## config.mk

```make
export PLATFORM = sky130hd
export DESIGN_NAME = cpc_rom_loader
export DESIGN_NICKNAME = d
export VERILOG_FILES = /design/src/logic/cpc_loader_pkg.sv /design/src/logic/rom_ext_decoder.sv /design/src/logic/rom_addr_mapper.sv /design/src/logic/rom_write_sequencer.sv /design/src/logic/cpc_rom_loader.sv
export VERILOG_INCLUDE_DIRS = /design/src /design/src/include
export SDC_FILE = /design/constraint.sdc
export NUM_CORES = 1
export LEC_CHECK = 0
export ABC_AREA = 1
export BUFFER_PORTS_ARGS = -buffer_cell sky130_fd_sc_hd__clkbuf_2
export CORE_UTILIZATION = 55
export DETAILED_ROUTE_END_ITERATION = 8
export PLACE_DENSITY = 0.92
export RECOVER_POWER = 50
export SLEW_MARGIN = 20
export SYNTH_ARGS = -nofsm -noshare
export SYNTH_HDL_FRONTEND = slang
export SYNTH_SLANG_ARGS = --single-unit
```

## constraint.sdc

```tcl
create_clock -name clk_sys -period 4.1 [get_ports clk_sys]
set_input_delay 0.41 -clock clk_sys [delete_from_list [all_inputs] [get_ports clk_sys]]
set_output_delay 0.41 -clock clk_sys [all_outputs]
set_load 0.01 [all_outputs]
```

## src/include/cpc_loader_params.svh

```systemverilog
////////////////////////////////////////////////////////////
// Constants for the CPC ROM download loader
// Page bases are 9-bit values for address bits 22..14 of
// the 8 MB ROM/RAM bank, bit 8 selects the high-ROM half
// Include in any file that uses these constants
////////////////////////////////////////////////////////////

`ifndef CPC_LOADER_PARAMS_SVH
`define CPC_LOADER_PARAMS_SVH

// Offset width inside one 16 KB block
`define CPC_BLOCK_BITS 14

// Main ROM page bases
`define CPC_OS_PAGE 9'h000
`define CPC_BASIC_PAGE 9'h100
`define CPC_AMSDOS_PAGE 9'h107
`define CPC_MF2_PAGE 9'h0FF

// Unused page for a malformed expansion extension
`define CPC_BAD_EXT_PAGE 9'h1EE

`define CPC_MAIN_BLOCKS 8
`define CPC_REF_DIV_BITS 3

`endif

```

## src/logic/cpc_loader_pkg.sv

```systemverilog
////////////////////////////////////////////////////////////
// Types shared by the ROM loader blocks and the testbench
// Download records, the start record, the memory address
// union and the write request
////////////////////////////////////////////////////////////

`include "cpc_loader_params.svh"

package cpc_loader_pkg;

	// One byte as it arrives from the host
	typedef struct packed {
		logic [7:0]  index;
		logic [24:0] addr;
		logic [7:0]  data;
		logic        valid;
	} dl_byte_t;

	// Latched at the start of each download
	typedef struct packed {
		logic [7:0] index;
		logic [8:0] page;
		logic       is_exp;
	} dl_start_t;

	// Split view of a memory address
	typedef struct packed {
		logic                       hi_half;
		logic [7:0]                 page;
		logic [`CPC_BLOCK_BITS-1:0] offset;
	} boot_fields_t;

	typedef union packed {
		logic [22:0]  flat;
		boot_fields_t fields;
	} boot_addr_u;

	// Write request towards the sequencer
	typedef struct packed {
		logic [1:0] bank;
		boot_addr_u addr;
		logic [7:0] data;
		// Copy the byte into bank 1 as well
		logic       replay;
	} mem_write_t;

endpackage

```

## src/logic/rom_ext_decoder.sv

```systemverilog
////////////////////////////////////////////////////////////
// Download start capture for the ROM loader
// On the rising edge of dl_active the file index is latched
// and the expansion page is decoded from the two-character
// file extension. The record holds for the whole download
////////////////////////////////////////////////////////////

`timescale 1ns/100ps

`include "cpc_loader_params.svh"

module rom_ext_decoder (
	input  logic                      clk_sys,
	input  logic                      reset,
	input  logic                      dl_active,
	input  logic [7:0]                dl_index,
	input  logic [15:0]               dl_ext,
	output cpc_loader_pkg::dl_start_t start
);
	import cpc_loader_pkg::*;

	localparam logic [8:0] BAD_PAGE = `CPC_BAD_EXT_PAGE;

	dl_start_t next_start;
	logic      active_q;

	// One hex digit from an ASCII character, else the fallback nibble
	function automatic logic [3:0] hex_digit(input logic [7:0] ch, input logic [3:0] fallback);
		logic [3:0] val;
		val = fallback;
		if (ch >= "0" && ch <= "9") begin
			val = ch[3:0];
		end else if (ch >= "A" && ch <= "F") begin
			val = ch[3:0] + 4'd9;
		end
		return val;
	endfunction

	always_comb begin
		next_start.index  = dl_index;
		next_start.is_exp = |dl_index;
		next_start.page   = {BAD_PAGE[8],
		                     hex_digit(dl_ext[15:8], BAD_PAGE[7:4]),
		                     hex_digit(dl_ext[7:0], BAD_PAGE[3:0])};
		// "ZZ" loads into the low half at page 0
		if (dl_ext == "ZZ") begin
			next_start.page = '0;
		end
	end

	always_ff @(posedge clk_sys) begin
		if (reset) begin
			active_q <= 1'b0;
			start    <= '0;
		end else begin
			active_q <= dl_active;
			if (dl_active && !active_q) begin
				start <= next_start;
			end
		end
	end

endmodule

```

## src/logic/rom_addr_mapper.sv

```systemverilog
////////////////////////////////////////////////////////////
// Address mapping for each accepted download byte
// Main ROM blocks go to the OS, BASIC, AMSDOS or MF2 page
// of bank 0 or 1, expansion ROMs go to their decoded page.
// Holds dl_wait high until the write is done or dropped
////////////////////////////////////////////////////////////

`timescale 1ns/100ps

`include "cpc_loader_params.svh"

module rom_addr_mapper (
	input  logic                       clk_sys,
	input  logic                       reset,
	input  cpc_loader_pkg::dl_start_t  start,
	input  logic                       dl_wr,
	input  logic [24:0]                dl_addr,
	input  logic [7:0]                 dl_data,
	input  logic                       dl_active,
	input  logic                       done,
	output logic                       dl_wait,
	output logic                       req,
	output cpc_loader_pkg::mem_write_t wr
);
	import cpc_loader_pkg::*;

	dl_byte_t    cur;
	mem_write_t  next_wr;
	logic [10:0] block;
	logic [8:0]  main_page;
	logic        rom_dl;
	logic        drop;
	logic        drop_q;

	// Indexes with a low field of 4 or more belong to other loaders
	assign rom_dl = dl_active && (start.index[4:0] < 5'd4);

	always_comb begin
		cur.index = start.index;
		cur.addr  = dl_addr;
		cur.data  = dl_data;
		cur.valid = dl_wr && rom_dl && !dl_wait;
	end

	assign block = cur.addr[24:`CPC_BLOCK_BITS];

	always_comb begin
		case (block[1:0])
			2'd0: main_page = `CPC_OS_PAGE;
			2'd1: main_page = `CPC_BASIC_PAGE;
			2'd2: main_page = `CPC_AMSDOS_PAGE;
			default: main_page = `CPC_MF2_PAGE;
		endcase
	end

	always_comb begin
		next_wr.data = cur.data;
		drop         = 1'b0;
		if (start.is_exp) begin
			next_wr.addr.fields.hi_half = start.page[8];
			next_wr.addr.fields.page    = start.page[7:0] + cur.addr[21:14];
			next_wr.addr.fields.offset  = cur.addr[`CPC_BLOCK_BITS-1:0];
			next_wr.bank   = {1'b0, &cur.index[7:6]};
			// Manual loads and boot.eXX images land in both banks
			next_wr.replay = (next_wr.bank == 2'd0) &&
			                 (cur.index[7:6] == 2'b01 || |cur.index[5:0]);
		end else begin
			// 6128 set in blocks 0-3, 664 set in blocks 4-7
			next_wr.addr.flat = {main_page, cur.addr[`CPC_BLOCK_BITS-1:0]};
			next_wr.bank      = {1'b0, block[2]};
			next_wr.replay    = 1'b0;
			drop              = block >= `CPC_MAIN_BLOCKS;
		end
	end

	always_ff @(posedge clk_sys) begin
		if (reset) begin
			dl_wait <= 1'b0;
			drop_q  <= 1'b0;
		end else if (cur.valid) begin
			dl_wait <= 1'b1;
			drop_q  <= drop;
		end else if (dl_wait && (drop_q || done)) begin
			dl_wait <= 1'b0;
			drop_q  <= 1'b0;
		end
	end

	always_ff @(posedge clk_sys) begin
		if (cur.valid) begin
			wr <= next_wr;
		end
	end

	assign req = dl_wait && !drop_q;

endmodule

```

## src/logic/rom_write_sequencer.sv

```systemverilog
////////////////////////////////////////////////////////////
// Memory write side of the ROM loader
// Generates the reference enable, holds each write for one
// enable period, repeats replay bytes into bank 1 and marks
// loaded high-ROM pages in the page map
////////////////////////////////////////////////////////////

`timescale 1ns/100ps

`include "cpc_loader_params.svh"

module rom_write_sequencer (
	input  logic                       clk_sys,
	input  logic                       reset,
	input  logic                       req,
	input  cpc_loader_pkg::mem_write_t wr,
	output logic                       done,
	output logic                       mem_ref,
	output logic                       mem_we,
	output logic [1:0]                 mem_bank,
	output logic [22:0]                mem_addr,
	output logic [7:0]                 mem_data,
	output logic [255:0]               rom_map
);

	logic [`CPC_REF_DIV_BITS-1:0] div;
	// Set while the bank-1 copy of a replay byte is pending
	logic                         second;

	////////////////////////////////////////////////////////////
	// Reference enable, one cycle in 2**CPC_REF_DIV_BITS
	////////////////////////////////////////////////////////////

	always_ff @(posedge clk_sys) begin
		if (reset) begin
			div     <= '0;
			mem_ref <= 1'b0;
		end else begin
			div     <= div + 1'b1;
			mem_ref <= (div == '0);
		end
	end

	////////////////////////////////////////////////////////////
	// Write sequencing
	////////////////////////////////////////////////////////////

	always_ff @(posedge clk_sys) begin
		if (reset) begin
			mem_we  <= 1'b0;
			second  <= 1'b0;
			done    <= 1'b0;
			rom_map <= '0;
		end else begin
			done <= 1'b0;
			if (mem_ref) begin
				if (mem_we) begin
					// Write period ends here
					mem_we <= 1'b0;
					if (wr.replay && !second) begin
						second <= 1'b1;
					end else begin
						second <= 1'b0;
						done   <= 1'b1;
						if (wr.addr.fields.hi_half) begin
							rom_map[wr.addr.fields.page] <= 1'b1;
						end
					end
				end else if (req) begin
					mem_we <= 1'b1;
				end
			end
		end
	end

	// Write port payload, loaded as each write period opens
	always_ff @(posedge clk_sys) begin
		if (mem_ref && req && !mem_we) begin
			mem_bank <= second ? 2'd1 : wr.bank;
			mem_addr <= wr.addr.flat;
			mem_data <= wr.data;
		end
	end

endmodule

```

## src/logic/cpc_rom_loader.sv

```systemverilog
////////////////////////////////////////////////////////////
// ROM download loader for the CPC core
// Host bytes in, paced memory writes and page map out.
// The host may only pulse dl_wr while dl_wait is low
////////////////////////////////////////////////////////////

`timescale 1ns/100ps

module cpc_rom_loader (
	input  logic         clk_sys,
	input  logic         reset,
	input  logic         dl_active,
	input  logic [7:0]   dl_index,
	input  logic [15:0]  dl_ext,
	input  logic         dl_wr,
	input  logic [24:0]  dl_addr,
	input  logic [7:0]   dl_data,
	output logic         dl_wait,
	output logic         mem_ref,
	output logic         mem_we,
	output logic [1:0]   mem_bank,
	output logic [22:0]  mem_addr,
	output logic [7:0]   mem_data,
	output logic [255:0] rom_map
);
	import cpc_loader_pkg::*;

	dl_start_t  start_rec;
	mem_write_t wr_req;
	logic       req;
	logic       done;

	rom_ext_decoder ext_dec0 (
		.clk_sys(clk_sys), .reset(reset), .dl_active(dl_active),
		.dl_index(dl_index), .dl_ext(dl_ext), .start(start_rec)
	);

	rom_addr_mapper mapper0 (
		.clk_sys(clk_sys), .reset(reset), .start(start_rec),
		.dl_wr(dl_wr), .dl_addr(dl_addr), .dl_data(dl_data),
		.dl_active(dl_active), .done(done), .dl_wait(dl_wait),
		.req(req), .wr(wr_req)
	);

	rom_write_sequencer seq0 (
		.clk_sys(clk_sys), .reset(reset), .req(req), .wr(wr_req),
		.done(done), .mem_ref(mem_ref), .mem_we(mem_we), .mem_bank(mem_bank),
		.mem_addr(mem_addr), .mem_data(mem_data), .rom_map(rom_map)
	);

endmodule

```

==> results of run 1 <==
==> sequential cells by signal, indices dropped and copies added, names as in the netlist <==
register and flops:
mapper0.wr 33, ext_dec0.start 18, seq0.mem_addr 23, seq0.div 3, seq0.mem_bank 1, mapper0.drop_q 1, seq0.second 1, seq0.mem_we 1
seq0.mem_ref 1, seq0.mem_data 8, mapper0.dl_wait 1, seq0.done 1, ext_dec0.active_q 1, seq0.rom_map 256
==> report_power, final <==
part	internal, mW	leakage, nW	switching (mW)
clock	1.95	0.592	1.30
combinational	0.0817	2.35	0.201
sequential	3.53	2.88	0.0246
==> cell usage in the layout, fill, tap and decap left out, drive strengths merged, types with 2 or more instances in the layout <==
master / n
o21bai: 2
clkbuf: 403
buf: 13
nand3: 18
edfxtp: 65
nor4: 5
ha: 20
a21o: 2
xor2: 3
inv: 49
o21ai: 13
bufinv: 2
nor3: 11
dfxtp: 284
clkinv: 7
a21oi: 217
nand2: 86
xnor2: 5
nand3b: 4
or2: 4
nand4: 6
a31oi: 63
nor2: 336
==> stage by stage <==
step                instance area (µm²)  hold WS [ps]
floorplan                         12100           400
CTS                               15200          60.1
global placement                  14000           401
finish                            14900          78.1
detailed placement                14000           405
global route                      14900          54.8
==> layout make-up <==
type / instances / share of cell area, %
sequential: 349 / 51.3
multi-input combinational: 800 / 26.8
timing repair buffer: 365 / 10.3
clock buffer: 51 / 7.18
tap: 275 / 2.31
inverter: 47 / 1.20
clock inverter: 11 / 0.849
==> critical path, delay by kind of cell, from the launching register on <==
kind	cells	cell delay [ps]
simple gates	5	1130
compound gates	1	140
buf+inv	1	590
flops	1	430
==> cells by family after synthesis <==
family / after synthesis / synth area share, %
flip-flops: 349 / 63.0
other: 1 / 0.0309
XOR/XNOR: 8 / 0.578
buffers and inverters: 122 / 4.27
AND/OR/NAND/NOR: 470 / 16.7
adder cells (fa/ha/maj): 21 / 2.23
AO/OA/AOI/OAI: 300 / 13.2
==> worst paths after layout <==
check,from,end,slack [ps],cells after the start
setup / recovery,seq0.mem_we,seq0.rom_map[238],1700,7
hold / removal,dl_addr[3],mapper0.wr[12],80,1
setup reg to reg,seq0.mem_we,seq0.rom_map[238],1700,7
hold reg to reg,mapper0.wr[5],seq0.mem_data[4],410,0
==> per-layer routing <==
layer / vias to the layer above / wire length (µm)
met2: 541 / 17100
li1: 4907 / -
met1: 4970 / 13800
met4: 0 / 1550
met5: - / 0
met3: 105 / 3250
==> summary.txt, run 1 <==
Run status
  • Status: complete, no violations

Clocking
  • CTS tree: built
  • Total CTS buffers: 35
  • Root Driver: clkbuf_16
  • CTS clk-pin slew, worst paths: 60 ps
  • Clock sink count: 349
  • Max Buffers Root-to-Sink: 3
  • Setup bufs post-CTS: 0
  • CTS H-Tree Depth: 2
  • # resized after CTS: 0
  • Clock latency on the worst-skew pair: 510 ps
  • # hold bufs at CTS: 0

Synth
  • Count leader, synth: nor2_1
  • Async set-reset flop share out of synthesis: 0%
  • Mapped Nets: 1353
  • Seq/Total Area, Yosys: 63.0%
  • Synth unique cells: 36
  • Post-Syn Area: 0.0121 mm²
  • Cells after Synth: 1271
  • Yosys top cell by area: dfxtp_1
  • Synth top area cells: dfxtp_1, edfxtp_1, nor2_1
  • YS warnings: 0
  • Share of the synthesized area in the top cell type: 46.9%
  • Mean Syn Cell Area: 9.54 µm²
  • Post-synth top flop: dfxtp_1
  • Synthesis-stage register bit count: 349
  • Post-synth EDFFs: 65
  • Commonest cells in the netlist: nor2_1, dfxtp_1, a21oi_1

Layout
  • ANT cells: 0
  • Seq. cell area: 0.00764 mm²
  • Footprint of the multi-input gates: 0.00399 mm²
  • Layout Utilization: 69.9%
  • Filler cells: 1680
  • Nets: 1680
  • Fraction of layout cells with a size suffix above 1: 10.8%
  • Synth-to-layout area growth: 22.7%
  • Post-Layout Cell Count: 1898

Hold path
  • Hold/Removal Path Class: in2reg

Worst setup path
  • Largest fanout on the critical path: 62
  • Crit-path slowest cell: buf_4
  • CP endpoint kind: flop
  • CP Data Arrival Time: 2830 ps
  • Critical path class: reg2reg
  • WP data required: 4530 ps
  • CP Cell Sequence: nand2_2 -> nor2_8 -> buf_4 -> nand3_4 -> nor2_4 -> a21oi_1 -> nor2_1
  • Critical path's largest stage delay: 590 ps
  • Critical Path Start Type: flop

Place
  • DP HPWL: 23700 µm
  • Post-Place Worst Slack: 1790 ps
  • Port bufs: 351
  • Routability Congestion: 0.861
  • Placed cell count: 1836

Route
  • Avg Vias per Cell: 5.54
  • Final ANT Viol Nets: 0
  • TritonRoute pass-1 iters: 5
  • Total wire length: 35700 µm
  • Initial drt markers: 731
  • WL/cell: 18.8 µm
  • Vias: 10500
  • # DRC: 0

STA
  • Final hold viol count: 0
  • Worst rel slew slack: 23.6%
  • Post-layout min period: 2400 ps
  • Post-route worst setup slack: 1700 ps
  • Max Slew Vio Count: 0
  • Final setup violation count: 0
  • Setup tns final: 0 ps
  • Worst-margin pin slew: 1140 ps
  • Fmax: 416 MHz
  • RSZ-0062 raised after global routing: false
  • Clk_skew: 9.56 ps
  • Final worst path period share: 58.6%

Floorplan
  • I/O pins: 353
  • Chip width: 150 µm
  • Chip Height: 150 µm
  • Row count: 53
  • Die ar.: 0.0226 mm²
  • CORE AREA: 0.0213 mm²
  • Initial core utilization: 57.0%

Global route
  • Remaining Overflow, GRT: 0
  • Layer with the highest usage: met2
  • Largest net degree at the start of global routing: 141
  • First-pass GRT wire length: 53100 µm
  • Vias in the first global route: 9809
  • Total GRT Usage: 30.7%
  • Met2 Use GR: 52.0%
  • Initial antenna violation count: 0
  • Met3 usage in global routing: 8.33%
  • Met1 Usage GRT: 36.0%

Pwr
  • PwrDens: 476 mW/mm²
  • Total power draw: 7.09 mW
  • P_leak: 5.83 nW
  • Max VDD drop: 0.000336 V

Job
  • Max Cap Viol: 0
No activity file was read; power rests on OpenSTA's default activity.
==> run 2, diff against run 1 <==
CORE_UTILIZATION = 46   (was 55)
PLACE_DENSITY = 0.83   (was 0.92)
clock period = 1.95 ns   (was 4.1 ns; I/O delays follow)
==> run 2 against run 1 <==
The flow now finishes with violations (DRC). Non-clock buffer count grew 72. Sequential share of layout area shrank 2.3 points. Clock-buffer cell count shrank 2. Setup slack got worse by 1600 ps. Sequential power up 110%. Clock power is 100% higher. Critical path type unchanged. Largest cell class unchanged.
==> summary.txt, run 2 (synthesized netlist as in run 1, its figures left out) <==
Clocking
  • CTS clk-pin slew, worst paths: 60 ps
  • CTS H-Tree Depth: 2
  • Max Buffers Root-to-Sink: 3
  • Total CTS buffers: 35
  • Root Driver: clkbuf_16
  • Clock latency on the worst-skew pair: 520 ps
  • Setup bufs post-CTS: 0
  • Clock sink count: 349
  • CTS tree: built

Route
  • Total wire length: 36800 µm
  • Final ANT Viol Nets: 0
  • Initial drt markers: 1052
  • Avg Vias per Cell: 5.31
  • TritonRoute pass-1 iters: 9
  • Vias: 10800
  • # DRC: 2
  • WL/cell: 18.1 µm

Global route
  • Initial antenna violation count: 0
  • Largest net degree at the start of global routing: 82
  • Vias in the first global route: 10000
  • Total GRT Usage: 26.1%
  • First-pass GRT wire length: 54000 µm
  • Remaining Overflow, GRT: 0

STA
  • Worst rel slew slack: 51.0%
  • Final worst path period share: 95.0%
  • Post-layout min period: 1850 ps
  • Clk_skew: 21.9 ps
  • Max Slew Vio Count: 0
  • Setup tns final: 0 ps
  • Fin Hold WS: 58.9 ps
  • Final hold viol count: 0
  • RSZ-0062 raised after global routing: false
  • Post-route worst setup slack: 97.4 ps
  • Fmax: 540 MHz
  • Worst-margin pin slew: 734 ps
  • Final setup violation count: 0

Floorplan
  • Chip Height: 164 µm
  • Chip width: 164 µm
  • Row count: 59
  • Die ar.: 0.0270 mm²
  • CORE AREA: 0.0260 mm²
  • I/O pins: 353
  • Initial core utilization: 46.7%

Place
  • Port bufs: 351
  • Placed cell count: 1937
  • DP HPWL: 24700 µm
  • Post-Place Worst Slack: 66.5 ps
  • DP Area: 0.0145 mm²
  • Routability Congestion: 0.839

Run status
  • Failing checks: DRC
  • Status: finished, violations left

Layout
  • Max reg flops: 256
  • ANT cells: 0
  • Commonest non-fill, non-tap cell in the layout: nor2_1
  • Seq. cell area: 0.00764 mm²
  • Largest registers: seq0.rom_map: 256 flops, mapper0.wr: 33 flops, seq0.mem_addr: 23 flops
  • Fraction of layout cells with a size suffix above 1: 12.4%
  • Filler cells: 2268
  • Design Area, Final: 0.0156 mm²
  • Nets: 1752
  • Largest Register: seq0.rom_map
  • Footprint of the multi-input gates: 0.00400 mm²
  • Layout Utilization: 59.9%
  • Synth-to-layout area growth: 28.4%
  • Post-Layout Cell Count: 2031
  • Most frequent cells in the layout: nor2_1, clkbuf_1, dfxtp_1

Worst setup path
  • Critical path class: reg2reg
  • Critical path's largest stage delay: 490 ps
  • Critical Path Start Type: flop
  • CP Cell Sequence: inv_1 -> nand2_1 -> buf_4 -> nor2_2 -> buf_4 -> a31oi_1 -> nor2_1
  • Largest delay share family, worst path: simple AND/OR/NAND/NOR gates
  • Crit-path slowest cell: edfxtp_1
  • Most frequent cell on the critical path: buf_4
  • WP data required: 2390 ps
  • CP endpoint kind: flop
  • Bufs and invs on worst path: 3
  • CP Data Arrival Time: 2300 ps
  • Largest fanout on the critical path: 7

Pwr
  • Total power draw: 14.7 mW
  • PwrDens: 946 mW/mm²
  • P_leak: 6.13 nW
  • Max VDD drop: 0.000726 V

Job
  • Max Cap Viol: 0

Hold path
  • Hold/Removal Path Class: in2reg
==> run 2: changes by cell type in the layout (fill, tap and decap cells not counted), moves of 2 or more <==
cell | previous run | this run
clkbuf_2 | 71 | 67
clkinvlp_4 | 0 | 2
dlygate4sd3_1 | 0 | 31
clkbuf_4 | 0 | 3
nor2_2 | 10 | 8
clkinv_2 | 4 | 7
buf_4 | 12 | 43
clkbuf_8 | 10 | 7
buf_12 | 1 | 6
nor2_4 | 6 | 8
clkbuf_1 | 285 | 292
==> run 2: path summary, 6_finish.rpt <==
check	startpoint	slack, ps	endpoint	cells after the start
setup / recovery	mapper0.wr[26]	100	seq0.rom_map[20]	7
hold / removal	dl_ext[0]	60	ext_dec0.start[1]	5
setup reg to reg	mapper0.wr[26]	100	seq0.rom_map[20]	7
hold reg to reg	mapper0.wr[20]	420	seq0.mem_addr[11]	0
==> run 2: cell type report <==
type	count	area share, %
inverters	47	1.15
clock buffers	49	6.53
repair buffers	437	14.1
flip-flops and latches	349	49.0
multi-input cells	800	25.7
clock inverters	14	0.771
well taps	335	2.69
==> run 2: layer usage <==
| layer | up-vias | share of wire [%] | wire [µm] | GRT usage, % |
|---|---|---|---|---|
| met5 | - | 0 | 0 | 0 |
| li1 | 5068 | - | - | - |
| met3 | 113 | 8.7 | 3200 | 5.93 |
| met1 | 5049 | 40 | 14600 | 31.8 |
| met4 | 0 | 4.4 | 1620 | 13.3 |
| met2 | 562 | 47 | 17400 | 43.1 |
==> run 2: worst register-to-register path: cells and delay by family (launching register included) <==
| kind | cells | cell delay, ps |
|---|---|---|
| AOI/OAI and AO/OA | 1 | 110 |
| and+or+nand+nor | 3 | 610 |
| buffers and inverters | 3 | 580 |
| DFF | 1 | 490 |
==> run 2: what timing repair did <==
item	in CTS	in global routing
setup endpoints to repair	1	15
endpoints found under the hold margin	32	0
hold buffers	31	0
gates resized for setup	1	3
==> run 2: where the power goes <==
group / internal (mW) / leakage, nW / switching [mW] / total (mW)
Clock: 3.81 / 0.564 / 2.77 / 6.58
Sequential: 7.43 / 2.88 / 0.0480 / 7.48
Combinational: 0.233 / 2.69 / 0.448 / 0.681
Total: 11.5 / 6.13 / 3.27 / 14.7
